`config.mk`:
```
export PLATFORM = sky130hd
export DESIGN_NAME = executeUnit
export DESIGN_NICKNAME = d
export VERILOG_FILES = /design/src/exePkg.sv /design/src/mulIf.sv /design/src/intAlu.sv /design/src/serialMultiplier.sv /design/src/fpUnit.sv /design/src/executeUnit.sv
export SDC_FILE = /design/constraint.sdc
export NUM_CORES = 1
export LEC_CHECK = 0
export BUFFER_PORTS_ARGS = -buffer_cell sky130_fd_sc_hd__buf_2
export CORE_MARGIN = 2
export CORE_UTILIZATION = 40
export CTS_CLUSTER_DIAMETER = 150
export DETAILED_ROUTE_END_ITERATION = 12
export SLEW_MARGIN = 30
export SYNTH_ARGS = -nofsm -noshare
export SYNTH_HDL_FRONTEND = slang
export SYNTH_HIERARCHICAL = 1
export SYNTH_SLANG_ARGS = --single-unit
export TNS_END_PERCENT = 5
```
`constraint.sdc`:
```
create_clock -name clock -period 6.8 [get_ports clock]
set_input_delay 1.36 -clock clock [delete_from_list [all_inputs] [get_ports clock]]
set_output_delay 1.36 -clock clock [all_outputs]
set_load 0.005 [all_outputs]
```
`src/exePkg.sv`:
```
package exePkg;

	//////////////////////////////
	// Widths and data types
	//////////////////////////////

	localparam int dataWidth = 32;
	localparam int halfWidth = dataWidth / 2;
	localparam int shamtWidth = 5;
	localparam int countWidth = 6; // Wide enough to hold the full step count.

	typedef logic [dataWidth-1:0] word_t;
	typedef logic [shamtWidth-1:0] shamt_t;
	typedef logic [countWidth-1:0] count_t;

	//////////////////////////////
	// Constants
	//////////////////////////////

	localparam int mulSteps = 32; // One multiplier bit is consumed per cycle.
	localparam word_t floatOne = 32'h3F80_0000; // Single-precision 1.0.

	//////////////////////////////
	// Operation codes
	//////////////////////////////

	// Integer ALU operations. Code 15 is unused and gives zero.
	typedef enum logic [3:0] {
		aluSll = 4'd0,
		aluSrl = 4'd1,
		aluSra = 4'd2,
		aluAdd = 4'd3,
		aluSub = 4'd4,
		aluOr = 4'd5,
		aluAnd = 4'd6,
		aluXor = 4'd7,
		aluSeq = 4'd8,
		aluSne = 4'd9,
		aluSlt = 4'd10,
		aluSgt = 4'd11,
		aluSle = 4'd12,
		aluSge = 4'd13,
		aluLhi = 4'd14
	} aluOp_e;

	// Float unit operations. Codes 6, 7 and 9 to 15 give zero.
	typedef enum logic [3:0] {
		fpuEq = 4'd0,
		fpuNe = 4'd1,
		fpuLt = 4'd2,
		fpuGt = 4'd3,
		fpuLe = 4'd4,
		fpuGe = 4'd5,
		fpuMul = 4'd8
	} fpuOp_e;

	// Serial multiplier FSM.
	typedef enum logic {
		mulIdle = 1'b0,
		mulRun = 1'b1
	} mulState_e;

endpackage

```
`src/mulIf.sv`:
```
`timescale 1ns/1ps

// Start strobe and operands go to the multiplier, busy and product come back.
interface mulIf import exePkg::*; ();

	logic start; // One cycle wide, only while busy is low.
	word_t operandA;
	word_t operandB;
	logic busy;
	word_t product; // Holds the last result until the next start.

	modport requester (
		output start,
		output operandA,
		output operandB,
		input busy,
		input product
	);

	modport worker (
		input start,
		input operandA,
		input operandB,
		output busy,
		output product
	);

endinterface

```
`src/intAlu.sv`:
```
`timescale 1ns/1ps

module intAlu import exePkg::*; (
	input word_t operandA,
	input word_t operandB,
	input aluOp_e aluOp,
	output word_t aluResult,
	output logic branchFlag
);

	shamt_t shamt;
	word_t sllOut;
	word_t srlOut;
	word_t sraOut;
	word_t addOut;
	word_t subOut;
	word_t lhiOut;
	logic isEqual;
	logic isLess;

	//////////////////////////////
	// Arithmetic, logic and shifts
	//////////////////////////////

	assign shamt = operandB[shamtWidth-1:0]; // Only the low bits of B count.

	assign sllOut = operandA << shamt;
	assign srlOut = operandA >> shamt;
	assign sraOut = word_t'($signed(operandA) >>> shamt);
	assign addOut = operandA + operandB;
	assign subOut = operandA - operandB;
	assign lhiOut = {operandB[halfWidth-1:0], {halfWidth{1'b0}}};

	//////////////////////////////
	// Set-on-compare
	//////////////////////////////

	// Both relations are unsigned; the other four derive from these two.
	assign isEqual = (operandA == operandB);
	assign isLess = (operandA < operandB);

	always_comb begin
		case (aluOp)
			aluSll: aluResult = sllOut;
			aluSrl: aluResult = srlOut;
			aluSra: aluResult = sraOut;
			aluAdd: aluResult = addOut;
			aluSub: aluResult = subOut;
			aluOr: aluResult = operandA | operandB;
			aluAnd: aluResult = operandA & operandB;
			aluXor: aluResult = operandA ^ operandB;
			aluSeq: aluResult = word_t'(isEqual);
			aluSne: aluResult = word_t'(!isEqual);
			aluSlt: aluResult = word_t'(isLess);
			aluSgt: aluResult = word_t'(!isLess && !isEqual);
			aluSle: aluResult = word_t'(isLess || isEqual);
			aluSge: aluResult = word_t'(!isLess);
			aluLhi: aluResult = lhiOut;
			default: aluResult = '0; // Code 15.
		endcase
	end

	assign branchFlag = aluResult[0]; // Set operations put their flag here.

endmodule

```
`src/serialMultiplier.sv`:
```
`timescale 1ns/1ps

module serialMultiplier import exePkg::*; (
	input logic clock,
	input logic reset,
	mulIf.worker mul
);

	mulState_e state;
	count_t stepCount;
	word_t multiplicand;
	word_t multiplier;
	word_t accumulator;
	word_t partial;
	logic loadOperands;
	logic lastStep;

	assign loadOperands = (state == mulIdle) && mul.start;
	assign lastStep = (stepCount == count_t'(1));

	// Add the shifted multiplicand when the current multiplier bit is set.
	assign partial = multiplier[0] ? multiplicand : '0;

	//////////////////////////////
	// Control FSM
	//////////////////////////////

	always_ff @(posedge clock) begin
		if (reset) begin
			state <= mulIdle;
			stepCount <= '0;
		end else begin
			case (state)
				mulIdle: begin
					if (mul.start) begin
						state <= mulRun;
						stepCount <= count_t'(mulSteps); // Counts down to one.
					end
				end
				mulRun: begin
					stepCount <= stepCount - count_t'(1);
					if (lastStep) begin
						state <= mulIdle;
					end
				end
				default: begin
					state <= mulIdle;
				end
			endcase
		end
	end

	//////////////////////////////
	// Datapath
	//////////////////////////////

	// Product must read zero after reset, so the accumulator is cleared there.
	always_ff @(posedge clock) begin
		if (reset) begin
			accumulator <= '0;
		end else if (loadOperands) begin
			accumulator <= '0;
		end else if (state == mulRun) begin
			accumulator <= accumulator + partial; // Carries above bit 31 drop.
		end
	end

	always_ff @(posedge clock) begin
		if (loadOperands) begin
			multiplicand <= mul.operandA;
			multiplier <= mul.operandB;
		end else if (state == mulRun) begin
			multiplicand <= multiplicand << 1; // Weight of the next bit.
			multiplier <= multiplier >> 1;
		end
	end

	assign mul.busy = (state == mulRun);
	assign mul.product = accumulator;

endmodule

```
`src/fpUnit.sv`:
```
`timescale 1ns/1ps

module fpUnit import exePkg::*; (
	input logic clock,
	input logic reset,
	input word_t floatA,
	input word_t floatB,
	input fpuOp_e fpuOp,
	input logic fpuIssue,
	output word_t fpuResult,
	output logic mulStall
);

	mulIf mulBus ();

	logic isEqual;
	logic isLess;
	word_t compareResult;

	//////////////////////////////
	// Multiplier request
	//////////////////////////////

	// An issue that arrives while the multiplier runs is dropped.
	assign mulBus.start = fpuIssue && (fpuOp == fpuMul) && !mulBus.busy;
	assign mulBus.operandA = floatA;
	assign mulBus.operandB = floatB;

	serialMultiplier multiplierInst (
		.clock(clock),
		.reset(reset),
		.mul(mulBus.worker)
	);

	assign mulStall = mulBus.busy;

	//////////////////////////////
	// Compares and result select
	//////////////////////////////

	// Patterns are compared as unsigned words, not as float values.
	assign isEqual = (floatA == floatB);
	assign isLess = (floatA < floatB);

	always_comb begin
		case (fpuOp)
			fpuEq: compareResult = isEqual ? floatOne : '0;
			fpuNe: compareResult = !isEqual ? floatOne : '0;
			fpuLt: compareResult = isLess ? floatOne : '0;
			fpuGt: compareResult = (!isLess && !isEqual) ? floatOne : '0;
			fpuLe: compareResult = (isLess || isEqual) ? floatOne : '0;
			fpuGe: compareResult = !isLess ? floatOne : '0;
			default: compareResult = '0;
		endcase
	end

	always_comb begin
		if (fpuOp == fpuMul) begin
			fpuResult = mulBus.product; // Valid once busy has fallen.
		end else begin
			fpuResult = compareResult;
		end
	end

endmodule

```
`src/executeUnit.sv`:
```
`timescale 1ns/1ps

module executeUnit import exePkg::*; (
	input logic clock,
	input logic reset,
	input word_t busA,
	input word_t busB,
	input aluOp_e aluOp,
	input word_t floatA,
	input word_t floatB,
	input fpuOp_e fpuOp,
	input logic fpuIssue,
	output word_t aluResult,
	output logic gpBranch,
	output word_t fpuResult,
	output logic mulStall
);

	word_t aluOut;
	logic aluBranch;
	word_t fpuOut;
	logic fpuStall;

	//////////////////////////////
	// Integer path
	//////////////////////////////

	intAlu aluInst (
		.operandA(busA),
		.operandB(busB),
		.aluOp(aluOp),
		.aluResult(aluOut),
		.branchFlag(aluBranch)
	);

	assign aluResult = aluOut;
	assign gpBranch = aluBranch; // Combinational, same cycle as the operands.

	//////////////////////////////
	// Float path
	//////////////////////////////

	fpUnit fpuInst (
		.clock(clock),
		.reset(reset),
		.floatA(floatA),
		.floatB(floatB),
		.fpuOp(fpuOp),
		.fpuIssue(fpuIssue),
		.fpuResult(fpuOut),
		.mulStall(fpuStall)
	);

	assign fpuResult = fpuOut;
	assign mulStall = fpuStall; // High for the 32 cycles of a multiply.

endmodule

```
==> results of run 1 <==
cell usage in the layout, fill, tap and decap left out, types with 7 or more instances in the layout:
cell type,n
nor3b_1,10
buf_2,203
a211o_1,10
nor3_1,28
or3_1,11
mux2_2,81
o21ai_0,135
mux4_2,21
nand2_1,147
xor2_1,13
buf_4,47
o22ai_1,11
o211a_1,9
edfxtp_1,64
nand4_1,18
ha_1,172
nand3_1,35
clkbuf_16,9
o221ai_1,12
a31oi_1,21
nand2b_1,25
a21o_1,27
nor2_1,208
a221oi_1,18
a22oi_1,16
o21ai_1,10
a211oi_1,40
a21oi_1,184
o2111ai_1,14
and2_1,63
a221o_1,11
nor2b_1,19
o211ai_1,26
xnor2_1,23
o31ai_1,23
dfxtp_1,39
mux2i_1,72
inv_1,147
o21bai_1,26
nor4_1,7
worst paths after layout:
kind,slack (ns),cells past startpoint,start,to
max,0.22,13,busA[1],aluResult[25]
min,0.47,1,fpuInst/multiplierInst/stepCount[5],fpuInst/multiplierInst/stepCount[5]
max reg2reg,2.96,12,fpuInst/multiplierInst/multiplier[0],fpuInst/multiplierInst/mul.product[28]
min reg2reg,0.47,1,fpuInst/multiplierInst/stepCount[5],fpuInst/multiplierInst/stepCount[5]
power by group:
| part | internal (W) | switching [W] | total [W] |
|---|---|---|---|
| Clock | 0.000259 | 0.000256 | 0.000516 |
| Combinational | 0.000362 | 0.000647 | 0.00101 |
| Sequential | 0.000673 | 0.00000653 | 0.000679 |
| Total | 0.00129 | 0.000910 | 0.00220 |
synthesized netlist by cell type, types with 25 or more instances:
master,instances
nor2_1,209
ha_1,172
o211ai_1,26
and2_1,63
dfxtp_1,39
clkbuf_1,96
o21ai_0,136
mux2_2,81
edfxtp_1,64
nand3_1,35
o21bai_1,26
nor3_1,29
a21oi_1,184
mux2i_1,72
inv_1,148
a211oi_1,40
a21o_1,27
nand2_1,147
nand2b_1,25
layout make-up:
cell class                      instances  area share
Tap cell                              525      0.0368
Timing Repair Buffer                  251      0.0779
Antenna cell                            2    0.000281
Sequential cell                       103       0.152
Clock buffer                           10      0.0128
Inverter                              150      0.0316
Clock inverter                          6     0.00351
Multi-Input combinational cell       1675       0.685
kinds of logic after synthesis:
logic type / synth area share
adders and majority gates: 0.138
and+or+nand+nor: 0.190
xor gates and xnor gates: 0.0197
muxes: 0.136
AOI/OAI and AO/OA: 0.277
buffers and inverters: 0.0692
DFF: 0.169
layer usage:
layer,share of wire,routed length (um)
met5,0.00039,26
met4,0.034,2260
met3,0.10,6900
met2,0.42,28100
met1,0.44,29500
flip-flops by register name, summed over array words and instances, names as in the netlist:
name	cells
fpuInst/multiplierInst/mul.product	32
fpuInst/multiplierInst/multiplicand	32
fpuInst/multiplierInst/multiplier	32
fpuInst/multiplierInst/stepCount	6
fpuInst/multiplierInst/mul.busy	1
critical path, stage by stage:
cell and delay, ns:
buf_2 0.13, inv_1 0.14, ha_1 0.40, o21bai_1 0.12, a221oi_1 0.61, o21ai_0 0.29, a41o_1 0.33, a41oi_1 0.57
o21ai_0 0.32, o21ai_0 0.18, a221oi_1 0.13, o221ai_1 0.43, buf_2 0.20
through the flow:
stage          instances  cell area [um2]
3_3_place_gp        2704            17500
4_1_cts             2720            17800
5_1_grt             2720            17800
2_1_floorplan       2061            16000
3_5_place_dp        2704            17500
6_report            2722            17800
==> run metrics, run 1 <==
Syn Std Cell Area=16000 um2; crit start category=input port; FF+latch count, synth=103; Final period util=0.967; RSZ-0062 raised after global routing=false; CTS tree=yes; H-tree levels=3; DRT Wirelength=66900 um; clock slew at the register clock pins of the worst setup and hold paths=0.07 ns; WP data arrival=5.22 ns; initial antenna violation count=3; CTS Buffer Depth=2; post-synthesis sequential area ratio=0.169; via count=17200; Initial Util=0.404; count of cell types in the netlist=104; Syn Inst Count=2061; main flop type after synthesis=edfxtp_1; Final Hold Vio Count=0; die area=41600 um2; GR Overflow Total=0; CTS hold repair buffers=0; ranking of synthesized cells by area=ha_1 (13%), edfxtp_1 (12%), a21oi_1 (5.8%); critical path peak fanout=5; die height=204 um; CTS root buf=clkbuf_16; peak supply drop=103 uV; M2 GR Usage=0.457; die width=204 um; drt pass-1 iters=7; Max Clock Freq=152 MHz; Setup Buffers After CTS=0; GRT met1 Usage=0.452; gpl congestion=1.02; Nets=2504; crit path setup slack, layout=0.224 ns; Critical Path Sink Type=primary output; CTS buffer count=9; fin. max-slew vios=0; total power=0.00220 W; PD cells=124 nW/um2; Final Util=0.451; fill count=4036; largest net degree at the start of global routing=81; HPWL Detailed=52700 um; area grow syn2layout=11.6%; pre-CTS setup slack=0.441 ns; Avg Inst Size Synth=7.75 um2; worst skew pair latency=0.35 ns; # port buffers=204; vias in the first global route=15900; Num Clock Sinks=103; outcome=finished clean; post-synth top area cell=ha_1; Worst slew margin=0.313; WL/cell=24.6 um; number of top-level pins=205; FP Rows=73; post-synthesis async set-or-reset flop share=0; DRC viols=0; final setup fails=0; WS Path Type=in2out; drt via density=6.33; fin crit period=6.58 ns; post-CTS resize count=0; hold crit path type=reg2reg; global-route wire length before repair=99000 um; Worst EP required=5.44 ns; DRT antenna net count=0; CORE AREA=39500 um2; top-area cell type share of the netlist area=0.135; Multi-input gate area=12200 um2; # Max-Cap Violations=0; Syn. warnings=6; Starting DRT DRC Count=1738; GR Util All Layers=0.312; clock skew=0.0149 ns; layout cell share with drive strength beyond 1=0.193; Hold Slack=0.473 ns; FF+latch area=2700 um2; busiest layer in global routing=met2; worst slew pin tran=1.03 ns; setup_tns=0 ns; Leakage=7.81 nW; GR Layer Usage met3=0.0617; syn_nets=2375; Post-synth EDFFs=64
Note: power is estimated with default switching activity, not from simulation.
==> inputs of run 2 (changes only) <==
--- a/config.mk
+++ b/config.mk
@@ -13,6 +13,5 @@
 export SLEW_MARGIN = 30
 export SYNTH_ARGS = -nofsm -noshare
 export SYNTH_HDL_FRONTEND = slang
-export SYNTH_HIERARCHICAL = 1
 export SYNTH_SLANG_ARGS = --single-unit
 export TNS_END_PERCENT = 5
==> run 2 against run 1 <==
Clock-buffer cell count down 1; maximum frequency up 6.0%; synthesized cell count down 2.1%; critical endpoint is now aluResult[31]; highest routed layer unchanged.
==> run metrics, run 2 <==
# port buffers=204; outcome=finished clean; FP Rows=72; vias in the first global route=15800; syn_nets=2333; FF+latch area=2700 um2; final setup fails=0; die area=40600 um2; initial antenna violation count=6; post-synthesis sequential area ratio=0.173; clock skew=0.0222 ns; CP max stage cell=a211oi_1; Nets=2453; CTS buffer count=9; layout cell share with drive strength beyond 1=0.181; CTS tree=yes; FF+latch count, synth=103; top-area cell type share of the netlist area=0.140; via count=16400; Leakage=7.55 nW; drt via density=6.16; PD cells=126 nW/um2; WP data arrival=4.84 ns; Critical Path Sink Type=primary output; critical path's largest stage delay=0.54 ns; worst skew pair latency=0.37 ns; gpl congestion=1.05; CTS Buffer Depth=2; HPWL Detailed=50000 um; ranking of synthesized cells by area=ha_1 (14%), edfxtp_1 (12%), a21oi_1 (5.7%); Hold Slack=0.487 ns; crit start category=input port; H-tree levels=3; Initial Util=0.404; Worst EP required=5.44 ns; number of top-level pins=205; Post-synth EDFFs=64; die height=201 um; Final period util=0.912; Setup Buffers After CTS=0; Multi-input gate area=11800 um2; setup_tns=0 ns; commonest non-fill, non-tap cells in the layout=nor2_1 (212), buf_2 (203), a21oi_1 (178); post-synthesis async set-or-reset flop share=0; Avg Inst Size Synth=7.73 um2; Commonest cells post-synth=nor2_1 (215), a21oi_1 (178), ha_1 (174); Syn Std Cell Area=15600 um2; WL/cell=23.7 um; DRT antenna net count=0; main flop type after synthesis=edfxtp_1; fin. max-slew vios=0; count of cell types in the netlist=97; DRT Wirelength=63100 um; clock slew at the register clock pins of the worst setup and hold paths=0.09 ns; Max Clock Freq=161 MHz; area grow syn2layout=11.1%; largest net degree at the start of global routing=80; worst slew pin tran=0.940 ns; CTS root buf=clkbuf_16; critical path peak fanout=8; # Max-Cap Violations=0; Num Clock Sinks=103; DRC viols=0; most frequent cell after synthesis=nor2_1; drt pass-1 iters=7; post-synth top area cell=ha_1; most common cell after layout, fill and taps aside=nor2_1; GR Overflow Total=0; peak supply drop=114 uV; CORE AREA=38600 um2; RSZ-0062 raised after global routing=false; fin crit period=6.20 ns; fill count=4023; Worst slew margin=0.372; global-route wire length before repair=96000 um; WS Path Type=in2out; CTS hold repair buffers=0; hold crit path type=reg2reg; Syn Inst Count=2017; GR Util All Layers=0.303; die width=201 um; post-CTS resize count=0; Starting DRT DRC Count=1624; critical path cell sequence=buf_4 -> inv_1 -> ha_1 -> a211oi_1 -> o21ai_2 -> a21oi_4 -> nand3_2 -> a31o_1 -> a31o_2 -> o31ai_4 -> o21ai_1 -> mux2i_1 -> o211ai_1 -> buf_2; Final Hold Vio Count=0; Syn. warnings=0
==> run 2: cell types whose count changed after synthesis, sizes merged, moves of 9 or more <==
cell,before,now
o22ai,11,21
clkbuf,97,73
mux2,84,74
buf,36,54
a221oi,20,33
nor3,29,41
a21oi,189,180
or3,12,2
a211oi,41,30
==> run 2: cells by family after synthesis <==
logic type | count (synthesis) | share of synthesized area
AOI/OAI and AO/OA | 660 | 0.284
xor gates and xnor gates | 30 | 0.0169
adders and majority gates | 177 | 0.143
buffers and inverters | 275 | 0.0706
DFF | 103 | 0.173
muxes | 173 | 0.133
and+or+nand+nor | 599 | 0.178
==> run 2: final timing paths <==
| path | startpoint | slack (ns) | cells past startpoint | endpoint |
|---|---|---|---|---|
| max reg2reg | fpuInst.multiplierInst.multiplier[0] | 2.91 | 14 | fpuInst.multiplierInst.mul.product[30] |
| max | busB[1] | 0.60 | 14 | aluResult[31] |
| min reg2reg | fpuInst.multiplierInst.stepCount[5] | 0.49 | 1 | fpuInst.multiplierInst.stepCount[5] |
| min | fpuInst.multiplierInst.stepCount[5] | 0.49 | 1 | fpuInst.multiplierInst.stepCount[5] |
==> run 2: routing by layer <==
layer  GRT usage  part of all wire  vias to the layer above
met5           0           0.00021                        -
met4       0.143             0.051                        2
met3      0.0552             0.082                      140
met2       0.475              0.44                      763
met1       0.403              0.43                     7842
li1            -                 -                     7659
==> run 2: layout make-up <==
class | instances | area share
clock inverters | 7 | 0.00527
well taps | 518 | 0.0374
diodes | 4 | 0.000578
repair buffers | 236 | 0.0730
flip-flops and latches | 103 | 0.156
multi-input cells | 1639 | 0.683
inverters | 148 | 0.0321
clock buffers | 9 | 0.0130
==> run 2: stage by stage <==
stage	instance area (um2)	std cells	worst slack, ns	total power, W	utilization
after floorplan	15600	2017	0.869	0.00128	-
after global placement	17000	2644	0.763	0.00162	0.441
after detailed placement	17000	2644	0.730	0.00162	0.441
after CTS	17300	2660	0.724	0.00218	0.449
after global routing	17300	2662	0.463	0.00230	0.449
final	17300	2664	0.596	0.00219	0.449
==> run 2: worst max-delay path: cells and delay by family <==
family | cells | cell delay (ns)
adder cells (fa/ha/maj) | 1 | 0.38
AO/OA/AOI/OAI | 8 | 2.22
multiplexers | 1 | 0.13
buffers and inverters | 3 | 0.62
AND/OR/NAND/NOR | 1 | 0.14
==> run 2: power by group <==
part / leakage (nW) / switching [W] / internal [W]
sequential: 0.894 / 0.00000618 / 0.000673
clock: 0.152 / 0.000288 / 0.000268
combinational: 6.51 / 0.000614 / 0.000339
